<file path="src/rtl/dispatch_pkg.sv">
`default_nettype none

package dispatch_pkg;

  // --------------------------------------------------------------------------
  // widths
  // --------------------------------------------------------------------------
  localparam int XLEN       = 32;
  localparam int REG_ADDR_W = 5;
  localparam int NUM_REGS   = 32;
  localparam int NUM_UNITS  = 6;

  // --------------------------------------------------------------------------
  // vector types
  // --------------------------------------------------------------------------
  typedef logic [XLEN-1:0]       xlen_t;     // operands, pcs, immediates, targets
  typedef logic [REG_ADDR_W-1:0] reg_addr_t;

  // register n sits in slice n of the flat vector
  typedef logic [NUM_REGS*XLEN-1:0] reg_file_t;

  typedef logic [NUM_UNITS-1:0] unit_mask_t; // bit index is the unit_e value

  // one register index per unit, unit u in slice u
  typedef logic [NUM_UNITS*REG_ADDR_W-1:0] unit_regs_t;

  // execution unit class delivered by the decoder
  typedef enum logic [2:0] {
    UNIT_ALU = 3'd0,
    UNIT_MPU = 3'd1,
    UNIT_DVU = 3'd2,
    UNIT_LSU = 3'd3,
    UNIT_CSU = 3'd4,
    UNIT_BRU = 3'd5
  } unit_e;

endpackage

`default_nettype wire

</file>
<file path="src/rtl/dispatch_stage_reg.sv">
`timescale 1ns/1ps
`default_nettype none

module dispatch_stage_reg (
  input  wire logic                   clk,
  input  wire logic                   rst,
  input  wire logic                   freeze,
  input  wire logic                   flush,

  input  wire logic                   idu_vld,
  input  wire dispatch_pkg::unit_e     idu_unit,
  input  wire dispatch_pkg::xlen_t     idu_pc,
  input  wire dispatch_pkg::xlen_t     idu_imm,
  input  wire dispatch_pkg::reg_addr_t idu_rs1,
  input  wire dispatch_pkg::reg_addr_t idu_rs2,
  input  wire dispatch_pkg::reg_addr_t idu_rd,
  input  wire logic                   idu_br_taken,
  input  wire dispatch_pkg::xlen_t     idu_pred_pc,

  output logic                        dpu_vld,
  output dispatch_pkg::unit_e         dpu_unit,
  output dispatch_pkg::xlen_t         dpu_pc,
  output dispatch_pkg::xlen_t         dpu_imm,
  output dispatch_pkg::reg_addr_t     dpu_rs1,
  output dispatch_pkg::reg_addr_t     dpu_rs2,
  output dispatch_pkg::reg_addr_t     dpu_rd,
  output logic                        dpu_br_taken,
  output dispatch_pkg::xlen_t         dpu_pred_pc
);

  logic hold;
  logic capture;

  // a held instruction that is frozen blocks the decoder
  assign hold    = dpu_vld & freeze;
  assign capture = idu_vld & ~hold & ~flush;

  // --------------------------------------------------------------------------
  // valid bit
  // --------------------------------------------------------------------------
  always_ff @(posedge clk)
  begin
    if (rst)
    begin
      dpu_vld <= 1'b0;
    end
    else if (flush)
    begin
      dpu_vld <= 1'b0;  // flush wins over a capture in the same cycle
    end
    else if (capture)
    begin
      dpu_vld <= 1'b1;
    end
    else if (hold)
    begin
      dpu_vld <= 1'b1;
    end
    else
    begin
      dpu_vld <= 1'b0;  // issued and nothing new behind it
    end
  end

  // --------------------------------------------------------------------------
  // instruction fields, loaded only on capture
  // --------------------------------------------------------------------------
  always_ff @(posedge clk)
  begin
    if (capture)
    begin
      dpu_unit     <= idu_unit;
      dpu_pc       <= idu_pc;
      dpu_imm      <= idu_imm;
      dpu_rs1      <= idu_rs1;
      dpu_rs2      <= idu_rs2;
      dpu_rd       <= idu_rd;
      dpu_br_taken <= idu_br_taken;  // prediction is only carried along
      dpu_pred_pc  <= idu_pred_pc;
    end
  end

endmodule

`default_nettype wire

</file>
<file path="src/rtl/dispatch_top.sv">
`timescale 1ns/1ps
`default_nettype none

module dispatch_top (
  input  wire logic                    clk,
  input  wire logic                    rst,

  // decoder side
  input  wire logic                    idu_vld,
  input  wire dispatch_pkg::unit_e      idu_unit,
  input  wire dispatch_pkg::xlen_t      idu_pc,
  input  wire dispatch_pkg::xlen_t      idu_imm,
  input  wire dispatch_pkg::reg_addr_t  idu_rs1,
  input  wire dispatch_pkg::reg_addr_t  idu_rs2,
  input  wire dispatch_pkg::reg_addr_t  idu_rd,
  input  wire logic                    idu_br_taken,
  input  wire dispatch_pkg::xlen_t      idu_pred_pc,

  input  wire dispatch_pkg::reg_file_t  reg_file,

  // in-flight instructions of the execution units
  input  wire dispatch_pkg::unit_mask_t unit_busy,
  input  wire dispatch_pkg::unit_regs_t unit_rs1,
  input  wire dispatch_pkg::unit_regs_t unit_rs2,
  input  wire dispatch_pkg::unit_regs_t unit_rd,

  // execute stage
  input  wire logic                    exu_vld,
  input  wire logic                    exu_freeze,
  input  wire logic                    exu_br_miss,
  input  wire logic                    exu_trap,
  input  wire dispatch_pkg::reg_addr_t  exu_rs1,
  input  wire dispatch_pkg::reg_addr_t  exu_rs2,
  input  wire dispatch_pkg::reg_addr_t  exu_rd,

  output logic                         dpu_vld,
  output logic                         dpu_freeze,
  output dispatch_pkg::unit_mask_t     issue_vld,
  output dispatch_pkg::unit_e          dpu_unit,
  output dispatch_pkg::xlen_t          dpu_pc,
  output dispatch_pkg::xlen_t          dpu_imm,
  output dispatch_pkg::reg_addr_t      dpu_rs1,
  output dispatch_pkg::reg_addr_t      dpu_rs2,
  output dispatch_pkg::reg_addr_t      dpu_rd,
  output logic                         dpu_br_taken,
  output dispatch_pkg::xlen_t          dpu_pred_pc,
  output dispatch_pkg::xlen_t          dpu_rs1_data,
  output dispatch_pkg::xlen_t          dpu_rs2_data,
  output dispatch_pkg::xlen_t          target_jal,
  output dispatch_pkg::xlen_t          target_branch,
  output dispatch_pkg::xlen_t          target_jalr
);

  logic flush;
  logic hazard;

  dispatch_stage_reg stage_reg_i (
    .clk          (clk),
    .rst          (rst),
    .freeze       (dpu_freeze),
    .flush        (flush),
    .idu_vld      (idu_vld),
    .idu_unit     (idu_unit),
    .idu_pc       (idu_pc),
    .idu_imm      (idu_imm),
    .idu_rs1      (idu_rs1),
    .idu_rs2      (idu_rs2),
    .idu_rd       (idu_rd),
    .idu_br_taken (idu_br_taken),
    .idu_pred_pc  (idu_pred_pc),
    .dpu_vld      (dpu_vld),
    .dpu_unit     (dpu_unit),
    .dpu_pc       (dpu_pc),
    .dpu_imm      (dpu_imm),
    .dpu_rs1      (dpu_rs1),
    .dpu_rs2      (dpu_rs2),
    .dpu_rd       (dpu_rd),
    .dpu_br_taken (dpu_br_taken),
    .dpu_pred_pc  (dpu_pred_pc)
  );

  // operands and targets follow the held instruction in the same cycle
  operand_fetch operand_fetch_i (
    .reg_file      (reg_file),
    .rs1           (dpu_rs1),
    .rs2           (dpu_rs2),
    .pc            (dpu_pc),
    .imm           (dpu_imm),
    .rs1_data      (dpu_rs1_data),
    .rs2_data      (dpu_rs2_data),
    .target_jal    (target_jal),
    .target_branch (target_branch),
    .target_jalr   (target_jalr)
  );

  hazard_check hazard_check_i (
    .rs1       (dpu_rs1),
    .rs2       (dpu_rs2),
    .rd        (dpu_rd),
    .unit_busy (unit_busy),
    .unit_rs1  (unit_rs1),
    .unit_rs2  (unit_rs2),
    .unit_rd   (unit_rd),
    .exu_vld   (exu_vld),
    .exu_rs1   (exu_rs1),
    .exu_rs2   (exu_rs2),
    .exu_rd    (exu_rd),
    .hazard    (hazard)
  );

  issue_control issue_control_i (
    .dpu_vld     (dpu_vld),
    .dpu_unit    (dpu_unit),
    .hazard      (hazard),
    .exu_vld     (exu_vld),
    .exu_freeze  (exu_freeze),
    .exu_br_miss (exu_br_miss),
    .exu_trap    (exu_trap),
    .freeze      (dpu_freeze),  // also the back-pressure seen by the decoder
    .flush       (flush),
    .issue_vld   (issue_vld)
  );

endmodule

`default_nettype wire

</file>
<file path="src/rtl/hazard_check.sv">
`timescale 1ns/1ps
`default_nettype none

module hazard_check (
  input  wire dispatch_pkg::reg_addr_t  rs1,
  input  wire dispatch_pkg::reg_addr_t  rs2,
  input  wire dispatch_pkg::reg_addr_t  rd,

  input  wire dispatch_pkg::unit_mask_t unit_busy,
  input  wire dispatch_pkg::unit_regs_t unit_rs1,
  input  wire dispatch_pkg::unit_regs_t unit_rs2,
  input  wire dispatch_pkg::unit_regs_t unit_rd,

  input  wire logic                    exu_vld,
  input  wire dispatch_pkg::reg_addr_t  exu_rs1,
  input  wire dispatch_pkg::reg_addr_t  exu_rs2,
  input  wire dispatch_pkg::reg_addr_t  exu_rd,

  output logic                         hazard
);

  localparam int RW = dispatch_pkg::REG_ADDR_W;

  // one dispatch field against all three fields of one source, x0 never conflicts
  function automatic logic field_hit(
    input dispatch_pkg::reg_addr_t field,
    input dispatch_pkg::reg_addr_t src_rs1,
    input dispatch_pkg::reg_addr_t src_rs2,
    input dispatch_pkg::reg_addr_t src_rd
  );
    return (field != '0) &&
           ((field == src_rs1) || (field == src_rs2) || (field == src_rd));
  endfunction

  function automatic logic source_hit(
    input dispatch_pkg::reg_addr_t src_rs1,
    input dispatch_pkg::reg_addr_t src_rs2,
    input dispatch_pkg::reg_addr_t src_rd
  );
    return field_hit(rs1, src_rs1, src_rs2, src_rd) |
           field_hit(rs2, src_rs1, src_rs2, src_rd) |
           field_hit(rd,  src_rs1, src_rs2, src_rd);
  endfunction

  always_comb
  begin
    hazard = exu_vld & source_hit(exu_rs1, exu_rs2, exu_rd);
    for (int u = 0; u < dispatch_pkg::NUM_UNITS; u++)
    begin
      hazard |= unit_busy[u] &
                source_hit(unit_rs1[u*RW +: RW], unit_rs2[u*RW +: RW], unit_rd[u*RW +: RW]);
    end
  end

endmodule

`default_nettype wire

</file>
<file path="src/rtl/issue_control.sv">
`timescale 1ns/1ps
`default_nettype none

module issue_control (
  input  wire logic                   dpu_vld,
  input  wire dispatch_pkg::unit_e     dpu_unit,
  input  wire logic                   hazard,
  input  wire logic                   exu_vld,
  input  wire logic                   exu_freeze,
  input  wire logic                   exu_br_miss,
  input  wire logic                   exu_trap,

  output logic                        freeze,
  output logic                        flush,
  output dispatch_pkg::unit_mask_t    issue_vld
);

  logic go;

  // --------------------------------------------------------------------------
  // stall and flush
  // --------------------------------------------------------------------------

  // execute can stall the stage even while nothing is held
  assign freeze = (dpu_vld & hazard) | (exu_vld & exu_freeze);

  // a mispredicted branch or a trap kills whatever sits in dispatch
  assign flush = exu_vld & (exu_br_miss | exu_trap);

  // --------------------------------------------------------------------------
  // issue
  // --------------------------------------------------------------------------
  assign go = dpu_vld & ~freeze & ~flush;

  // the class compare leaves the mask one-hot, or zero when not issuing
  always_comb
  begin
    for (int u = 0; u < dispatch_pkg::NUM_UNITS; u++)
    begin
      issue_vld[u] = go && (dpu_unit == dispatch_pkg::unit_e'(u));
    end
  end

endmodule

`default_nettype wire

</file>
<file path="src/rtl/operand_fetch.sv">
`timescale 1ns/1ps
`default_nettype none

module operand_fetch (
  input  wire dispatch_pkg::reg_file_t reg_file,
  input  wire dispatch_pkg::reg_addr_t rs1,
  input  wire dispatch_pkg::reg_addr_t rs2,
  input  wire dispatch_pkg::xlen_t     pc,
  input  wire dispatch_pkg::xlen_t     imm,

  output dispatch_pkg::xlen_t         rs1_data,
  output dispatch_pkg::xlen_t         rs2_data,
  output dispatch_pkg::xlen_t         target_jal,
  output dispatch_pkg::xlen_t         target_branch,
  output dispatch_pkg::xlen_t         target_jalr
);

  localparam int XLEN = dispatch_pkg::XLEN;

  dispatch_pkg::xlen_t imm_j;
  dispatch_pkg::xlen_t imm_b;
  dispatch_pkg::xlen_t imm_i;
  dispatch_pkg::xlen_t jalr_sum;

  // NUM_REGS-way read port on the flat register vector
  function automatic dispatch_pkg::xlen_t read_reg(
    input dispatch_pkg::reg_file_t regs,
    input dispatch_pkg::reg_addr_t idx
  );
    return regs[idx*XLEN +: XLEN];
  endfunction

  assign rs1_data = read_reg(reg_file, rs1);
  assign rs2_data = read_reg(reg_file, rs2);

  // --------------------------------------------------------------------------
  // target candidates
  // --------------------------------------------------------------------------
  assign imm_j = {{(XLEN-21){imm[20]}}, imm[20:0]};
  assign imm_b = {{(XLEN-13){imm[12]}}, imm[12:0]};
  assign imm_i = {{(XLEN-12){imm[11]}}, imm[11:0]};

  assign target_jal    = pc + imm_j;
  assign target_branch = pc + imm_b;

  assign jalr_sum    = rs1_data + imm_i;
  assign target_jalr = {jalr_sum[XLEN-1:1], 1'b0};  // jalr always lands halfword aligned

endmodule

`default_nettype wire

</file>
<file path="config.mk">
export PLATFORM = sky130hd
export DESIGN_NAME = dispatch_top
export DESIGN_NICKNAME = d
export VERILOG_FILES = /design/src/rtl/dispatch_pkg.sv /design/src/rtl/dispatch_stage_reg.sv /design/src/rtl/dispatch_top.sv /design/src/rtl/hazard_check.sv /design/src/rtl/issue_control.sv /design/src/rtl/operand_fetch.sv
export SDC_FILE = /design/constraint.sdc
export NUM_CORES = 1
export LEC_CHECK = 0
export BUFFER_PORTS_ARGS = -buffer_cell sky130_fd_sc_hd__clkbuf_2
export CELL_PAD_IN_SITES_DETAIL_PLACEMENT = 2
export CELL_PAD_IN_SITES_GLOBAL_PLACEMENT = 2
export CORE_AREA = 2 2 603 605
export CTS_CLUSTER_SIZE = 40
export DETAILED_ROUTE_END_ITERATION = 12
export DIE_AREA = 0 0 605 607
export PLACE_DENSITY = 0.3
export SLEW_MARGIN = 15
export SYNTH_ARGS = -nofsm -noshare
export SYNTH_HDL_FRONTEND = slang
export SYNTH_SLANG_ARGS = --single-unit
</file>
<file path="constraint.sdc">
create_clock -name clk -period 10.8 [get_ports clk]
set_input_delay 0.54 -clock clk [delete_from_list [all_inputs] [get_ports clk]]
set_output_delay 0.54 -clock clk [all_outputs]
set_load 0.005 [all_outputs]
</file>
==> flow_metrics.py, run 1 <==
metrics = {
    "status": {
        "outcome": "finished, final reports clean",
    },
    "pwr": {
        "p_switching_w": 0.00160,
        "report.power.total_w": 0.00350,
        "power_density_mw_per_mm2": 84.1,
        "total_leakage_power_nw": 16.1,
        "power.share.combinational_pct": 64.6,
        "netSwitchingFraction_pct": 45.8,
        "internal_power_w": 0.00190,
        "p_clk_share_pct": 19.2,
        "power.ir.vdd_worst_v": 0.0000662,
        "seqPwrFrac_pct": 16.2,
    },
    "final_layout": {
        "fin_cells": 8524,
        "final_layout_size_suffix_gt1_share_pct": 62.5,
        "layout-area-overhead-vs-synth_pct": 51.8,
        "design.final.nets": 4997,
        "layout.cells.most_common_list": "sky130_fd_sc_hd__clkbuf_2, sky130_fd_sc_hd__mux4_2, sky130_fd_sc_hd__xor2_1",
        "final_common_cell": "sky130_fd_sc_hd__clkbuf_2",
        "final_area_sq_mm": 0.0417,
    },
    "clocking": {
        "numCtsBuffers": 25,
        "reg_clk_slew_reported_paths_ns": 0.06,
        "post-cts-setup-buffers": 0,
        "clock_tree_from_tritoncts": "done",
        "cts-resized-gates": 0,
        "clock_insertion_delay_worst_skew_ns": 0.53,
        "cts_htree_levels": 4,
        "clk_path_buf_depth": 3,
        "clock_sink_count": 116,
        "cts-hold-fix-buffers": 0,
        "clock_root_buffer": "sky130_fd_sc_hd__clkbuf_16",
    },
    "synthesis": {
        "ys_seq_elements": 116,
        "syn-cell-area_sq_mm": 0.0274,
        "synth.yosys.seq_area_share_pct": 12.7,
        "synth_ff_type": "sky130_fd_sc_hd__edfxtp_1",
        "synthArstFlopShare_pct": 0,
        "synthCells": 2252,
        "synthesis.area_per_instance_sq_um": 12.2,
        "synth-warning-count": 0,
        "yosysUniqueCellTypes": 77,
        "synth.net_count": 3590,
        "synth_enable_flop_cells": 115,
    },
    "global_routing": {
        "largest_net_degree_at_the_start_of_global_routing": 107,
        "grt_overflow_total": 0,
        "grt_first_pass_wirelength_mm": 383,
        "grt_pass1_vias": 32606,
        "gr-usage-all-layers_pct": 16.1,
        "antenna_violations_before_repair": 263,
    },
    "sta": {
        "fin_crit_ns": 7.06,
        "fmax_mhz": 142,
        "clock-skew-final_ns": 0.0199,
        "tightest_hold_margin_ns": 0.181,
        "number_of_setup_violations_in_the_final_report": 0,
        "slew-limit-headroom_pct": 35.6,
        "final.setup.tns_ns": 0,
        "report.final.hold_viol_count": 0,
        "slew_viol_final": 0,
        "timing_worst_slew_pin_value_ns": 0.966,
        "rsz_0062_raised_after_global_routing": "no",
        "final_min_period_over_clock_period_pct": 65.3,
    },
    "worst_setup_path": {
        "cp_max_fo": 39,
        "worst_setup_path_start_kind": "flip-flop",
        "end_kind": "primary output",
        "critical_path_required_ns": 10.26,
        "path_class": "flip-flop to primary output",
        "cp-startpoint": "stage_reg_i.dpu_rs1[2]",
        "regToRegStartpoint": "stage_reg_i.dpu_rd[3]",
        "cp_data_arrival_time_ns": 6.52,
    },
    "drt": {
        "drc": 0,
        "routed-via-count": 29932,
        "detailedRoute.firstIterationViolations": 1646,
        "drt_wl_total_mm": 307,
        "final_antenna_net_count": 0,
        "drt-vias-per-instance": 3.51,
        "first_pass_detailed_route_iteration_total": 5,
        "post_drt_wl_per_cell_um": 36.0,
    },
    "worst_hold_path": {
        "hp-class": "input port to flip-flop",
        "min-delay-start": "idu_pred_pc[8]",
    },
    "floorplan": {
        "ios": 1540,
        "core-area_sq_mm": 0.361,
        "number_of_core_rows": 221,
        "die_width_um": 605,
        "initial_utilization_pct": 7.60,
        "chipHeight_um": 607,
        "die-area_sq_mm": 0.367,
    },
    "placement": {
        "globalplace.congestion": 0.832,
        "dp.final_hpwl_mm": 270,
        "place.port_buffers": 1538,
        "post-place-cells": 8425,
        "post_dp_cell_area_sq_mm": 0.0408,
    },
    "run": {
        "cap_violations": 0,
    },
}
==> cells in the mapped netlist (all sizes together), types with 22 or more instances <==
| master | n | area (sq um) |
|---|---|---|
| mux4 | 556 | 12500 |
| xor2 | 207 | 1810 |
| xnor2 | 182 | 1590 |
| buf | 134 | 701 |
| edfxtp | 115 | 3450 |
| a21oi | 97 | 485 |
| clkbuf | 91 | 342 |
| mux2i | 80 | 801 |
| nor3 | 80 | 405 |
| ha | 79 | 988 |
| nand3 | 79 | 395 |
| mux2 | 70 | 788 |
| nor2 | 63 | 239 |
| nand2 | 38 | 143 |
| inv | 33 | 124 |
| o21ai | 30 | 150 |
| a21o | 29 | 218 |
| o221ai | 22 | 193 |
==> power by group through the flow <==
stage / clock network [W] / logic, W / registers (W)
after floorplan: 0 / 0.00109 / 0.000559
after global placement: 0 / 0.00235 / 0.000579
after detailed placement: 0 / 0.00235 / 0.000579
after CTS: 0.000709 / 0.00237 / 0.000570
after global routing: 0.000715 / 0.00245 / 0.000570
final: 0.000671 / 0.00226 / 0.000567
==> registers in the layout (all words and copies together), names as in the netlist <==
signal                    count
stage_reg_i.dpu_imm          32
stage_reg_i.dpu_pc           32
stage_reg_i.dpu_rd            5
stage_reg_i.dpu_rs2           5
stage_reg_i.dpu_unit          3
stage_reg_i.dpu_rs1           5
stage_reg_i.dpu_br_taken      1
stage_reg_i.dpu_pred_pc      32
stage_reg_i.dpu_vld           1
==> cell type report <==
class	instances	area [sq um]
Tap cell	4794	6000
Timing Repair Buffer	1605	8380
Sequential cell	116	3470
Clock inverter	5	21.3
Antenna cell	66	165
Clock buffer	27	633
Fill cell	41963	319000
Inverter	33	124
Multi-Input combinational cell	1878	22900
==> metal layers <==
metal / part of all wire (%) / global-route usage (%) / vias up
li1: - / - / 12256
met1: 38 / 18.1 / 15859
met2: 52 / 29.8 / 1235
met3: 7.8 / 5.31 / 426
met4: 1.8 / 2.68 / 156
met5: 0.33 / 0 / -
==> cells by family after synthesis <==
family,share of synthesized area (%)
XOR/XNOR,12.4
AND/OR/NAND/NOR,6.45
buffers and inverters,4.25
flip-flops,12.7
multiplexers,51.4
adder cells (fa/ha/maj),3.75
other,0.0137
AO/OA/AOI/OAI,9.05
==> final timing paths <==
| check | slack, ns | to | cells past startpoint |
|---|---|---|---|
| max | 3.74 | target_jalr[30] | 17 |
| min | 0.18 | stage_reg_i.dpu_pred_pc[8] | 1 |
| max reg2reg | 4.96 | stage_reg_i.dpu_pc[18] | 10 |
| min reg2reg | 0.64 | stage_reg_i.dpu_vld | 2 |
==> critical path, cell delays in order (launching register included) <==
cell                       delay [ns]
sky130_fd_sc_hd__edfxtp_1        0.83
sky130_fd_sc_hd__buf_4           0.49
sky130_fd_sc_hd__buf_12          0.37
sky130_fd_sc_hd__mux4_2          0.56
sky130_fd_sc_hd__mux2_2          0.35
sky130_fd_sc_hd__ha_1            0.35
sky130_fd_sc_hd__nor2b_1         0.16
sky130_fd_sc_hd__o21ai_0         0.23
sky130_fd_sc_hd__a21boi_0        0.24
sky130_fd_sc_hd__o32ai_1         0.49
sky130_fd_sc_hd__o21ai_0         0.18
sky130_fd_sc_hd__buf_4           0.24
sky130_fd_sc_hd__a211oi_1        0.36
sky130_fd_sc_hd__nor4_1          0.15
sky130_fd_sc_hd__nor3_1          0.33
sky130_fd_sc_hd__o21ai_0         0.17
sky130_fd_sc_hd__xor2_1          0.18
sky130_fd_sc_hd__clkbuf_2        0.13
==> through the flow <==
| step | utilization, % | worst slack, ns |
|---|---|---|
| after floorplan | - | 2.26 |
| after global placement | 11.3 | 4.12 |
| after detailed placement | 11.3 | 4.17 |
| after CTS | 11.5 | 3.51 |
| after global routing | 11.5 | 3.24 |
| final | 11.5 | 3.74 |
Note: power is estimated with default switching activity, not from simulation.
==> run 2, diff against run 1 <==
clock period = 7.15 ns   (was 10.8 ns; I/O delays follow)
==> flow_metrics.py, run 2 (synthesis results as in run 1) <==
metrics = {
    "status": {
        "outcome": "finished, final reports clean",
    },
    "final_layout": {
        "layout-area-overhead-vs-synth_pct": 57.4,
        "layout.cells.most_common_list": "sky130_fd_sc_hd__clkbuf_2, sky130_fd_sc_hd__mux4_2, sky130_fd_sc_hd__xor2_1",
        "fillers": 41906,
        "multiInputGateArea_sq_mm": 0.0229,
        "final_layout_size_suffix_gt1_share_pct": 61.1,
        "sequential_cell_area_sq_mm": 0.00347,
        "final_common_cell": "sky130_fd_sc_hd__clkbuf_2",
        "fin_cells": 8670,
        "design.final.nets": 5148,
        "reg_top3": "stage_reg_i.dpu_imm x32, stage_reg_i.dpu_pc x32, stage_reg_i.dpu_pred_pc x32",
    },
    "worst_hold_path": {
        "min_path_cells": 1,
        "hp-class": "input port to flip-flop",
    },
    "worst_setup_path": {
        "worst_setup_path_start_kind": "flip-flop",
        "critical_path_required_ns": 6.79,
        "path_class": "flip-flop to primary output",
        "path_depth_of_the_worst_reg2reg_path": 14,
        "critical_path_buf_inv_count": 4,
        "crit_path_top_delay_cell": "sky130_fd_sc_hd__o32ai_1",
        "timing.critical_path.cells": "buf_12 -> buf_12 -> buf_12 -> mux4_2 -> mux4_2 -> mux2_2 -> ha_1 -> a21boi_2 -> o32ai_1 -> o21ai_4 -> a211oi_2 -> nor4_1 -> nor3_1 -> o21ai_0 -> xor2_1 -> clkbuf_2",
        "cp_num_cells": 16,
        "timing.critical_path.mode_cell": "sky130_fd_sc_hd__buf_12",
        "cp_data_arrival_time_ns": 6.33,
        "end_kind": "primary output",
        "cp_max_fo": 38,
        "timing.critical_path.max_delay_family": "compound AO/OA/AOI/OAI gates",
        "critical_path.max_stage_delay_ns": 0.67,
    },
    "clocking": {
        "reg_clk_slew_reported_paths_ns": 0.06,
        "clk_path_buf_depth": 3,
        "post-cts-setup-buffers": 0,
        "cts_htree_levels": 4,
        "clock_tree_from_tritoncts": "done",
        "numCtsBuffers": 25,
        "clock_insertion_delay_worst_skew_ns": 0.54,
        "clock_sink_count": 116,
        "clock_root_buffer": "sky130_fd_sc_hd__clkbuf_16",
    },
    "sta": {
        "clock-skew-final_ns": 0.0293,
        "number_of_setup_violations_in_the_final_report": 0,
        "fmax_mhz": 149,
        "timing_worst_slew_pin_value_ns": 1.16,
        "slew-limit-headroom_pct": 22.6,
        "rsz_0062_raised_after_global_routing": "no",
        "slew_viol_final": 0,
        "final_min_period_over_clock_period_pct": 93.6,
        "fin_crit_ns": 6.69,
        "report.final.hold_viol_count": 0,
    },
    "pwr": {
        "report.power.total_w": 0.00548,
        "power.ir.vdd_worst_v": 0.0000922,
        "total_leakage_power_nw": 16.8,
        "power_density_mw_per_mm2": 127,
    },
    "global_routing": {
        "largest_net_degree_at_the_start_of_global_routing": 59,
        "gr-usage-all-layers_pct": 16.4,
        "grt_overflow_total": 0,
        "grt_pass1_vias": 33490,
        "antenna_violations_before_repair": 220,
        "grt_first_pass_wirelength_mm": 389,
    },
    "floorplan": {
        "die_width_um": 605,
        "ios": 1540,
        "chipHeight_um": 607,
        "initial_utilization_pct": 7.60,
        "core-area_sq_mm": 0.361,
        "number_of_core_rows": 221,
        "die-area_sq_mm": 0.367,
    },
    "drt": {
        "final_antenna_net_count": 0,
        "drt_wl_total_mm": 312,
        "drt-vias-per-instance": 3.52,
        "post_drt_wl_per_cell_um": 36.0,
        "detailedRoute.firstIterationViolations": 1711,
        "drc": 0,
        "first_pass_detailed_route_iteration_total": 5,
        "routed-via-count": 30484,
    },
    "placement": {
        "globalplace.congestion": 0.833,
        "dp.final_hpwl_mm": 276,
        "place.port_buffers": 1538,
        "post-place-cells": 8469,
    },
    "run": {
        "cap_violations": 0,
    },
}
## run 2: cell types whose count changed in the layout (fill, tap and decap cells not counted), sizes merged
cell	delta
bufinv	+1
diode	-6
buf	+44
clkinv	+1
dlygate4sd3	+108
clkbuf	-2
## run 2: repair_timing
| action | CTS | global route |
|---|---|---|
| cloned | 0 | 0 |
| hold endpoints to repair | 108 | 0 |
| resized for setup | 3 | 2 |
| hold buffers | 108 | 0 |
| setup endpoints to repair | 7 | 2 |
| pin swaps | 0 | 0 |
## run 2: routing by layer
layer	GRT usage, %	vias up	routed length, um
li1	-	12552	-
met1	18.8	16175	121000
met2	30.6	1304	164000
met3	4.27	371	20700
met4	2.56	82	5350
met5	0	-	520
## run 2: layout make-up
cell class | instances | area share, %
flip-flops and latches | 116 | 8.04
multi-input cells | 1878 | 53.0
inverters | 33 | 0.287
repair buffers | 1756 | 22.9
diodes | 60 | 0.348
well taps | 4794 | 13.9
clock inverters | 7 | 0.130
clock buffers | 26 | 1.46
## run 2: worst register-to-register path, delay by kind of cell (launching register included)
family	cells	cell delay [ns]
flip-flops	1	0.76
buffers and inverters	5	1.47
AO/OA/AOI/OAI	5	1.86
AND/OR/NAND/NOR	3	0.38
XOR/XNOR	1	0.18
## run 2: path summary, 6_finish.rpt
kind	slack, ns	start	endpoint
max	0.46	stage_reg_i.dpu_rs1[0]	target_jalr[30]
min	0.05	idu_imm[26]	stage_reg_i.dpu_imm[26]
max reg2reg	2.04	stage_reg_i.dpu_rs1[2]	stage_reg_i.dpu_imm[15]
min reg2reg	0.66	stage_reg_i.dpu_vld	stage_reg_i.dpu_vld
## run 2: power breakdown
part           internal, W  switching, W
Sequential        0.000796     0.0000626
Clock             0.000657      0.000413
Combinational      0.00152       0.00203
Total              0.00298       0.00250
## run 2: stage by stage
stage	util, %	setup WS [ns]	hold slack (ns)	TNS (ns)	cell area (sq um)
3_3_place_gp	11.4	-0.238	0.536	-0.441	41200
3_5_place_dp	11.4	0.0375	0.536	0	41200
5_1_grt	11.9	0.0642	0.0171	0	43100
4_1_cts	11.9	0.0629	0.00433	0	43000
2_1_floorplan	-	1.20	0.456	0	27400
6_report	12.0	0.458	0.0482	0	43200
